**config.mk**
```make
export PLATFORM = sky130hd
export DESIGN_NAME = miss_fifo_unit
export DESIGN_NICKNAME = d
export VERILOG_FILES = /design/src/rtl/rab_axi_pkg.sv /design/src/rtl/rab_cfg_pkg.sv /design/src/rtl/miss_fifo_unit.sv
export SDC_FILE = /design/constraint.sdc
export NUM_CORES = 1
export LEC_CHECK = 0
export BUFFER_PORTS_ARGS = -buffer_cell sky130_fd_sc_hd__buf_2
export CORE_ASPECT_RATIO = 1.75
export CORE_MARGIN = 2
export CORE_UTILIZATION = 55
export DETAILED_ROUTE_END_ITERATION = 8
export HOLD_SLACK_MARGIN = 0.03
export PLACE_DENSITY = 0.75
export SLEW_MARGIN = 30
export SYNTH_ARGS = -nofsm -noshare
export SYNTH_HDL_FRONTEND = slang
export SYNTH_SLANG_ARGS = --single-unit
```
**constraint.sdc**
```tcl
create_clock -name Clk_CI -period 13 [get_ports Clk_CI]
set_input_delay 0.65 -clock Clk_CI [delete_from_list [all_inputs] [get_ports Clk_CI]]
set_output_delay 0.65 -clock Clk_CI [all_outputs]
set_load 0.01 [all_outputs]
```
**src/rtl/rab_axi_pkg.sv**
```systemverilog
/* AXI4-Lite bus definitions for the RAB configuration port.
   Only 64-bit data with 32-bit addresses is supported; every response is OKAY. */

package rab_axi_pkg;

  localparam int unsigned AXI_ADDR_W = 32;
  localparam int unsigned AXI_DATA_W = 64;
  localparam int unsigned AXI_STRB_W = AXI_DATA_W / 8;

  localparam logic [1:0] RESP_OKAY = 2'b00;

  // address payload, used for AW and AR alike
  typedef struct packed {
    logic [AXI_ADDR_W-1:0] addr;
  } axi_aw_t;

  typedef struct packed {
    logic [AXI_DATA_W-1:0] data;
    logic [AXI_STRB_W-1:0] strb; // one bit per data byte
  } axi_w_t;

  typedef struct packed {
    logic [AXI_DATA_W-1:0] data;
    logic [1:0]            resp;
  } axi_r_t;

  typedef struct packed {
    logic [1:0] resp;
  } axi_b_t;

endpackage

```
**src/rtl/rab_cfg_pkg.sv**
```systemverilog
/* Register map and slot encodings of the RAB configuration space.
   The slot index field is 8 bits wide, so at most 256 L1 slots are addressable. */

package rab_cfg_pkg;

  // miss handling registers live below this byte address, L1 slots above
  localparam int unsigned CFG_SPACE_SIZE = 'h20;

  localparam logic [4:0] MH_ADDR_OFS = 5'h00; // head address, no pop
  localparam logic [4:0] MH_META_OFS = 5'h08; // meta and empty flag, pops
  localparam logic [4:0] MH_CTRL_OFS = 5'h0C;

  localparam int unsigned MH_EMPTY_BIT = 31; // empty flag in the meta read word

  localparam int unsigned VIRT_ADDR_W = 32;
  localparam int unsigned PHYS_ADDR_W = 40;
  localparam int unsigned N_FLAGS     = 4;
  localparam int unsigned MISS_META_W = 10;

  localparam int unsigned SLOT_IDX_W = 8;

  typedef enum logic [1:0] {
    SLOT_VIRT  = 2'b00,
    SLOT_PHYS  = 2'b10,
    SLOT_FLAGS = 2'b11
  } slot_kind_e;

  // every slot group of four holds two virtual addresses, one physical, one flags word
  function automatic slot_kind_e slot_kind_of(input logic [1:0] idx_lsb);
    case (idx_lsb)
      2'b10:   return SLOT_PHYS;
      2'b11:   return SLOT_FLAGS;
      default: return SLOT_VIRT;
    endcase
  endfunction

  typedef struct packed {
    logic [VIRT_ADDR_W-1:0] addr;
    logic [MISS_META_W-1:0] meta;
  } miss_entry_t;

  typedef struct packed {
    logic allow_multi_hit; // bit 1
    logic fifo_disable;    // bit 0
  } mh_ctrl_t;

  typedef struct packed {
    logic [rab_axi_pkg::AXI_ADDR_W-6:0] upper;
    logic [4:0]                         ofs;
  } mh_addr_t;

  typedef struct packed {
    logic [rab_axi_pkg::AXI_ADDR_W-SLOT_IDX_W-4:0] upper;
    logic [SLOT_IDX_W-1:0]                         slot;
    logic [2:0]                                    byte_ofs;
  } l1_addr_t;

  // one captured address, seen either as a miss register offset or as an L1 slot
  typedef union packed {
    mh_addr_t mh;
    l1_addr_t l1;
  } cfg_addr_u;

endpackage

```
**src/rtl/miss_fifo_unit.sv**
```systemverilog
/* Miss queue and miss handling control register.
   A miss arriving while the queue is full is dropped and flagged for that cycle only. */

`timescale 1ns/1ns

module miss_fifo_unit #(
  parameter int unsigned MH_FIFO_DEPTH = 16
) (
  input  logic                               Clk_CI,
  input  logic                               Rst_RBI,
  input  logic                               wr_i,
  input  logic                               sel_i,
  input  rab_cfg_pkg::cfg_addr_u             wr_addr_i,
  input  rab_axi_pkg::axi_w_t                wr_data_i,
  input  rab_cfg_pkg::cfg_addr_u             rd_addr_i,
  input  logic                               pop_i,
  output logic [rab_axi_pkg::AXI_DATA_W-1:0] rdata_o,
  input  logic                               miss_i,
  input  rab_cfg_pkg::miss_entry_t           miss_entry_i,
  output logic                               mh_fifo_full_o,
  output logic                               allow_multi_hit_o
);
  import rab_axi_pkg::*;
  import rab_cfg_pkg::*;

  localparam int unsigned PTR_W = (MH_FIFO_DEPTH > 1) ? $clog2(MH_FIFO_DEPTH) : 1;
  localparam int unsigned CNT_W = $clog2(MH_FIFO_DEPTH + 1);

  miss_entry_t      mem_q [MH_FIFO_DEPTH];
  logic [PTR_W-1:0] wr_ptr_q;
  logic [PTR_W-1:0] rd_ptr_q;
  logic [CNT_W-1:0] cnt_q;
  mh_ctrl_t         ctrl_q;
  miss_entry_t      head;

  logic empty;
  logic full;
  logic push;
  logic pop;
  logic miss_en;

  function automatic logic [PTR_W-1:0] ptr_inc(input logic [PTR_W-1:0] p);
    return (p == PTR_W'(MH_FIFO_DEPTH - 1)) ? '0 : p + 1'b1;
  endfunction

  assign empty   = (cnt_q == '0);
  assign full    = (cnt_q == CNT_W'(MH_FIFO_DEPTH));
  assign miss_en = miss_i & ~ctrl_q.fifo_disable;
  assign push    = miss_en & ~full;
  assign pop     = pop_i & ~empty;
  assign head    = mem_q[rd_ptr_q];

  assign mh_fifo_full_o    = miss_en & full;
  assign allow_multi_hit_o = ctrl_q.allow_multi_hit;

  always_ff @(posedge Clk_CI or negedge Rst_RBI)
  begin
    if (!Rst_RBI)
    begin
      wr_ptr_q <= '0;
      rd_ptr_q <= '0;
      cnt_q    <= '0;
    end
    else
    begin
      if (push)
        wr_ptr_q <= ptr_inc(wr_ptr_q);
      if (pop)
        rd_ptr_q <= ptr_inc(rd_ptr_q);
      cnt_q <= cnt_q + CNT_W'(push) - CNT_W'(pop);
    end
  end

  always_ff @(posedge Clk_CI)
  begin
    if (push)
      mem_q[wr_ptr_q] <= miss_entry_i;
  end

  always_ff @(posedge Clk_CI or negedge Rst_RBI)
  begin
    if (!Rst_RBI)
      ctrl_q <= '0;
    else if (wr_i && sel_i && (wr_addr_i.mh.ofs == MH_CTRL_OFS))
      ctrl_q <= mh_ctrl_t'(wr_data_i.data[1:0]);
  end

  always_comb
  begin
    rdata_o = '0;
    case (rd_addr_i.mh.ofs)
      MH_ADDR_OFS:
      begin
        if (!empty)
          rdata_o = AXI_DATA_W'(head.addr);
      end
      MH_META_OFS:
      begin
        if (!empty)
          rdata_o[MISS_META_W-1:0] = head.meta;
        rdata_o[MH_EMPTY_BIT] = empty;
      end
      MH_CTRL_OFS: rdata_o = AXI_DATA_W'(ctrl_q);
      default:     rdata_o = '0; // write-only or unused offsets
    endcase
  end

endmodule

```
=== Yosys cells after proc, flatten, opt, wreduce, memory -nomap -nowiden ===
Memories as Yosys holds them, arrays and structs flattened.
Index checks and enable logic that the tools add are counted.

* Register bits: 15
* Latch bits: 0
* Memory bits (writable): 672
* Bits in read-only memories: 0
* Input port bits: 184
* Word-level logic and storage cells: 37
* Memories: 1

* $add $sub $neg: 4
* $mul: 0
* Div/mod/pow operators: 0
* Magnitude comparators: 0
* Equal/unequal tests: 6
* Shift-type cells: 0
* Multiplexer cells: 10
* Bitwise operators: 7
* Reduce and logical (&&, ||, !) cells: 4

{| class="wikitable"
|+ Memories
! memory !! words !! width !! read ports !! clocked after Yosys merged registers in !! write ports !! line !! RTL
|-
| mem_q || 16 || 42 || 1 || 0 || 1 || miss_fifo_unit.sv:29 || <nowiki>miss_entry_t mem_q [MH_FIFO_DEPTH];</nowiki>
|}

{| class="wikitable"
|+ Operators with widths
! operator !! number
|-
| 2-to-1 mux 32 bit || 2
|-
| one-hot mux 10 bit (3 select lines) || 1
|-
| 2-to-1 mux 21 bit || 1
|-
| equality test 5 x 4 -> 1 bit, second input constant || 3
|-
| zero test 5 bit || 2
|-
| 2-to-1 mux 10 bit || 1
|-
| adder 4 x 1 -> 4 bit, second input constant || 2
|-
| equality test 4 bit, second input constant || 2
|-
| 2-to-1 mux 4 bit || 2
|-
| adder 5 x 1 -> 5 bit || 1
|-
| equality test 5 bit, second input constant || 1
|-
| subtractor 5 x 1 -> 5 bit || 1
|-
| bitwise AND 1 bit || 4
|-
| inverter 1 bit || 3
|-
| logical AND 1 bit || 2
|-
| 2-to-1 mux 1 bit || 2
|-
| one-hot mux 1 bit (2 select lines) || 1
|}

=== Depth between registers and ports, before layout ===
* Depth after elaboration: 5
* Depth in mapped cells: 14
* Mapped depth without buffers: 13

=== Worst setup path before layout ===
OpenSTA, ideal clock, no wires.

* Path kind: input to register
* Start: input port miss_i
* End: memory mem_q[0][0] (netlist name) (enable)
* Arrival: 4.101 ns
* Data required time: 12.507 ns
* Slack: 8.406 ns
* Stages: 4
* Path buffers: 1
* Cell sequence: and3b_1 -> clkbuf_1 -> nand2_1 -> nor3_1

* Cells in the longest elaborated chain, start to end: 4

{| class="wikitable"
|+ Ends and longest elaborated chain
! what !! line !! RTL
|-
| start: declaration || miss_fifo_unit.sv:18 || <nowiki>input logic miss_i,</nowiki>
|-
| bitwise AND 1 bit || miss_fifo_unit.sv:48 || <nowiki>assign miss_en = miss_i & ~ctrl_q.fifo_disable;</nowiki>
|-
| bitwise AND 1 bit || miss_fifo_unit.sv:49 || <nowiki>assign push = miss_en & ~full;</nowiki>
|-
| 2-to-1 mux 1 bit || miss_fifo_unit.sv:76 || <nowiki>if (push)</nowiki>
|-
| 2-to-1 mux 1 bit (not written as such) || miss_fifo_unit.sv:77 || <nowiki>mem_q[wr_ptr_q] <= miss_entry_i;</nowiki>
|-
| end: declaration || miss_fifo_unit.sv:29 ||
|}

No other way between the ends.

=== Worst setup path after layout ===
* Start: register rd_ptr_q[0]
* End: output port rdata_o[9] (netlist name)

* Cells in the longest elaborated chain, start to end: 3
* Elaborated cells on any way between the ends: 4
* Those cells by class: mux: 3; memory: 1

{| class="wikitable"
|+ Ends and longest elaborated chain
! what !! line !! RTL
|-
| start: declaration || miss_fifo_unit.sv:31 || <nowiki>logic [PTR_W-1:0] rd_ptr_q;</nowiki>
|-
| start signal: assignment || miss_fifo_unit.sv:69 || <nowiki>rd_ptr_q <= ptr_inc(rd_ptr_q);</nowiki>
|-
| memory (16 x 42 bit) * || - ||
|-
| 2-to-1 mux 10 bit / 2-to-1 mux 32 bit (equally long branches) || miss_fifo_unit.sv:99, miss_fifo_unit.sv:94 ||
|-
| one-hot mux 10 bit (3 select lines) * || miss_fifo_unit.sv:91 || <nowiki>case (rd_addr_i.mh.ofs)</nowiki>
|-
| end: declaration || miss_fifo_unit.sv:17 || <nowiki>output logic [rab_axi_pkg::AXI_DATA_W-1:0] rdata_o,</nowiki>
|}

Mark *: on every way between the ends. The rest lies on a longest branch, timed or not.

==> run summary <==
The startpoint identified for the worst hold timing path is wr_data_i[8]. The count of state elements after synthesis was 687. For the worst flop-to-flop path, the logic depth is 7. The weighted congestion reported at the end of routability-driven placement is 0.739.

The worst register-to-register path begins at cnt_q[2]. After detailed placement, the design holds a cell count of 1910. The placed instance area was 28000 µm²; the mean cell area of the mapped netlist was 22.4 µm². For this design the static power due to leakage is 9.57 nW. The worst hold path passes through 2 cells.

Along the worst path, the maximum fanout reaches 52. Data arrives at the worst endpoint at 4.76 ns. Across the run, the number of max-cap violations was 0. The final instance area is 29800 µm², and the initial cell density of the core is 55.3%. Global routing finished with a remaining overflow of 0. The tools report the number of setup violations in the final report as 0. The adder-cell area share of the yosys netlist was 0.588%. After detailed routing, the number of remaining DRC violations is 0. The maximum number of pins on one net before global-route repair was 71. The power density over cell area is 200 nW/µm². After synthesis, the netlist uses 40 different library cells. The critical path goes through buf_4 > buf_6 > mux4_2 > mux2_2 > a21oi_1 > o32ai_1 > buf_2. Master of the slowest instance on the critical path: sky130_fd_sc_hd__dfrtp_4. In this run, the number of DRC markers left after iteration 0 of detailed routing was 1298. Combinational logic is responsible for 24.9% of the overall power.

The share of the cycle needed by the critical path after routing was 41.7%. Between clock sinks in the finished design, the worst skew comes to 0.0221 ns. On the worst path, the slowest cell contributes a delay of 0.85 ns. After clock tree synthesis, the clock-pin slew on the worst setup and hold paths is 0.07 ns. For the worst-skew pair, the clock arrives at the later sink with an insertion delay of 0.61 ns. Layout overhead on the synthesized area: 11.4%.

STA classifies the critical path startpoint as a flop. Detailed placement ended at an HPWL of 30100 µm. TritonCTS built the clock tree. For the final routed database, the setup TNS stands at 0 ns.

250 I/O pins were placed. The via count of the first global-routing pass was 12800; the first-pass iteration count of the detailed router was 7. In this run the standard cell core region covers 48500 µm². Remaining antenna violation count after routing: 0. Tracing the worst setup path back leads to its startpoint at rd_ptr_q[0].

The kind of path behind the tightest hold check is primary input to flop. The floorplan has 107 rows. The worst setup path is of the flop to output pin kind. The worst-case vdd ir drop is 0.104 mV. Dividing the detail-routed wire length by the instance count gives 28.3 µm.

The first global-routing pass estimated 82900 µm of wire. The sequential group share of total power is 46.9%, and the width of the die is 171 µm. Setup repair after global routing left no endpoint under its margin. The internal power of the cells totals 0.00434 W. The worst setup path is captured at an output pin.

The multiplexer fraction of the synthesized cell area came out at 17.2%. The logs give 2009 for the non-filler instance count after layout and 2 for the deepest level of the CTS H-tree. Master cell of the clock root buffer: sky130_fd_sc_hd__clkbuf_16.

The tools report the final hold slack as 0.303 ns. For this run, the total global-route usage over all layers was measured as 22.9%. In this run, CTS created clock tree buffers numbering 55. Summing the sequential cell areas from Yosys gives 76.7% of the chip area. The logs give 0 for the quantity of gates resized following cts and 7 for the number of antenna violations at the first check in global routing.

In this run the power spent charging and discharging nets is 0.00164 W. The most instantiated flip-flop cell in the synthesis netlist is sky130_fd_sc_hd__edfxtp_1. For the pre-CTS worst setup slack, the log shows 8.03 ns.

Summing the areas of all compound-gate instances in the mapped netlist gives 1.24% of the synthesized area. The shortest clock period the worst path allows after layout is 5.41 ns. Count of flip-flops with a built-in enable after synthesis: 672. Of the cells placed in the final design, the portion with a size suffix greater than 1 is 31.5%. The final number of max-transition violations is 0.

Wires add up to 56800 µm. Largest buffer count on any clock path: 3. After technology mapping, the gate count stands at 1195. The clock sink count was 687. Total number of yosys warnings: 0. Cell type group with the largest total delay on the critical path: buffers and inverters. Count of vias placed by the detailed router: 12400.

By area, the combinational part of the netlist is dominated by multiplexers. Using the TritonRoute via totals, the vias-per-cell ratio works out to 6.16. Number of stages on the worst setup path: 7. The cell area that synthesis handed to floorplanning was 26800 µm². Counting both buffers and inverters, the worst setup path holds a total of 3. The net count of the finished layout is 1510. After Yosys synthesis, and, or, nand and nor cells account for 1.94% of the synthesized area. The run gives 12.35 ns as the required time of the critical path.

For the pin with the worst max-slew slack, the measured transition is 1.00 ns. The maximum frequency from static timing analysis came out at 185 MHz. The logs give 7.59 ns for the final setup slack of the worst path and 28.2% for the share of total power in the clock network. Net switching is 27.5% of the power.

The flow ran to the end, and the final reports show no timing, DRC or antenna violations. Headroom to the max-slew limit came out at 33.2%. The run gives 0 as the number of endpoints with negative hold slack in the final report. Input and output buffers added on the ports amount to 93. In this run the vertical extent of the chip is 296 µm. After synthesis, the share of flip-flops with an asynchronous set or reset is 2.18%. Summing the areas of all xor and xnor instances in the mapped netlist gives 0.196% of the synthesized area. The floorplan step defined a die boundary enclosing 50600 µm².
## power groups by stage
stage	Combinational [W]	Clock (W)	Sequential (W)
2_1_floorplan	0.00122	0	0.00274
3_3_place_gp	0.00148	0	0.00283
3_5_place_dp	0.00150	0	0.00285
4_1_cts	0.00151	0.00170	0.00280
5_1_grt	0.00160	0.00177	0.00282
6_report	0.00149	0.00169	0.00280
## cell families (layout without fill, tap and decap cells)
logic type | after synthesis | in the layout
buffers and inverters | 102 | 228
muxes | 229 | 229
DFF | 687 | 687
and+or+nand+nor | 104 | 104
xor gates and xnor gates | 6 | 6
AOI/OAI and AO/OA | 54 | 54
other | 1 | 35
adders and majority gates | 12 | 12
## final cells by class
class / instances / area [µm²]
clock inverter: 32 / 350
antenna: 3 / 7.51
timing repair buffer: 124 / 721
clock buffer: 63 / 1450
sequential: 687 / 20600
multi-input combinational: 437 / 5900
tap: 654 / 818
fill: 3325 / 18600
inverter: 9 / 33.8
## sequential cells by signal, summed over array words and instances, names as in the netlist
register,count
ctrl_q,1
mem_q,672
allow_multi_hit_o,1
rd_ptr_q,4
cnt_q,5
wr_ptr_q,4
## Yosys cell counts, types with 13 or more instances
master	n	area share, %
sky130_fd_sc_hd__clkbuf_1	18	0.25
sky130_fd_sc_hd__mux2_2	21	0.88
sky130_fd_sc_hd__edfxtp_1	672	75
sky130_fd_sc_hd__buf_4	44	1.2
sky130_fd_sc_hd__nand2_1	16	0.22
sky130_fd_sc_hd__buf_2	23	0.43
sky130_fd_sc_hd__a21oi_1	19	0.35
sky130_fd_sc_hd__mux2i_1	25	0.93
sky130_fd_sc_hd__nor2_1	33	0.46
sky130_fd_sc_hd__nor2b_1	25	0.58
sky130_fd_sc_hd__mux4_2	183	15
sky130_fd_sc_hd__o22ai_1	13	0.30
sky130_fd_sc_hd__dfrtp_1	15	1.4
## through the flow
stage / util, % / power (W)
2_1_floorplan: - / 0.00396
3_3_place_gp: 57.8 / 0.00431
3_5_place_dp: 57.8 / 0.00435
4_1_cts: 61.6 / 0.00602
5_1_grt: 61.6 / 0.00619
6_report: 61.6 / 0.00598
## metal layers
layer	up-vias	wire length (µm)	track usage (%)
li1	5148	-	-
met1	6534	20200	28.7
met2	556	30300	40.1
met3	133	4090	4.00
met4	8	2250	8.62
met5	-	38	0
## placed cells by master, fill, tap and decap left out, types with 3 or more instances in the layout
cell type                   count
sky130_fd_sc_hd__clkbuf_16     57
sky130_fd_sc_hd__xnor2_1        4
sky130_fd_sc_hd__mux2_2        21
sky130_fd_sc_hd__o21ai_0        7
sky130_fd_sc_hd__ha_1          11
sky130_fd_sc_hd__nor2b_1       25
sky130_fd_sc_hd__dfrtp_4        4
sky130_fd_sc_hd__mux4_2       183
sky130_fd_sc_hd__buf_4         27
sky130_fd_sc_hd__nor2_4        12
sky130_fd_sc_hd__conb_1        32
sky130_fd_sc_hd__nor3_1         3
sky130_fd_sc_hd__nand2_1       16
sky130_fd_sc_hd__nand2b_1       4
sky130_fd_sc_hd__nand3_1       10
sky130_fd_sc_hd__dfrtp_1       11
sky130_fd_sc_hd__buf_2         93
sky130_fd_sc_hd__o22ai_1       13
sky130_fd_sc_hd__clkinv_1      11
sky130_fd_sc_hd__edfxtp_1     672
sky130_fd_sc_hd__nor3_2         4
sky130_fd_sc_hd__mux2i_1       25
sky130_fd_sc_hd__a21oi_1       19
sky130_fd_sc_hd__clkbuf_1       6
sky130_fd_sc_hd__clkinv_2       9
sky130_fd_sc_hd__a211oi_1       4
sky130_fd_sc_hd__bufinv_16      7
sky130_fd_sc_hd__inv_1          9
sky130_fd_sc_hd__nor2_1        21
sky130_fd_sc_hd__diode_2        3
## path summary, 6_finish.rpt
| path | end | slack (ns) |
|---|---|---|
| worst max-delay path | rdata_o[9] | 7.59 |
| worst min-delay path | ctrl_q[0] | 0.30 |
| worst max register to register | mem_q[15][39] | 9.65 |
| worst min register to register | cnt_q[0] | 0.56 |
| max in group asynchronous | rd_ptr_q[1] | 12.10 |
| min in group asynchronous | wr_ptr_q[2] | 0.55 |
## timing repair
item,4_1_cts,5_1_grt
hold endpoints to repair,15,0
buffers inserted,0,0
hold buffers,1,0
No activity file was read; power rests on OpenSTA's default activity.
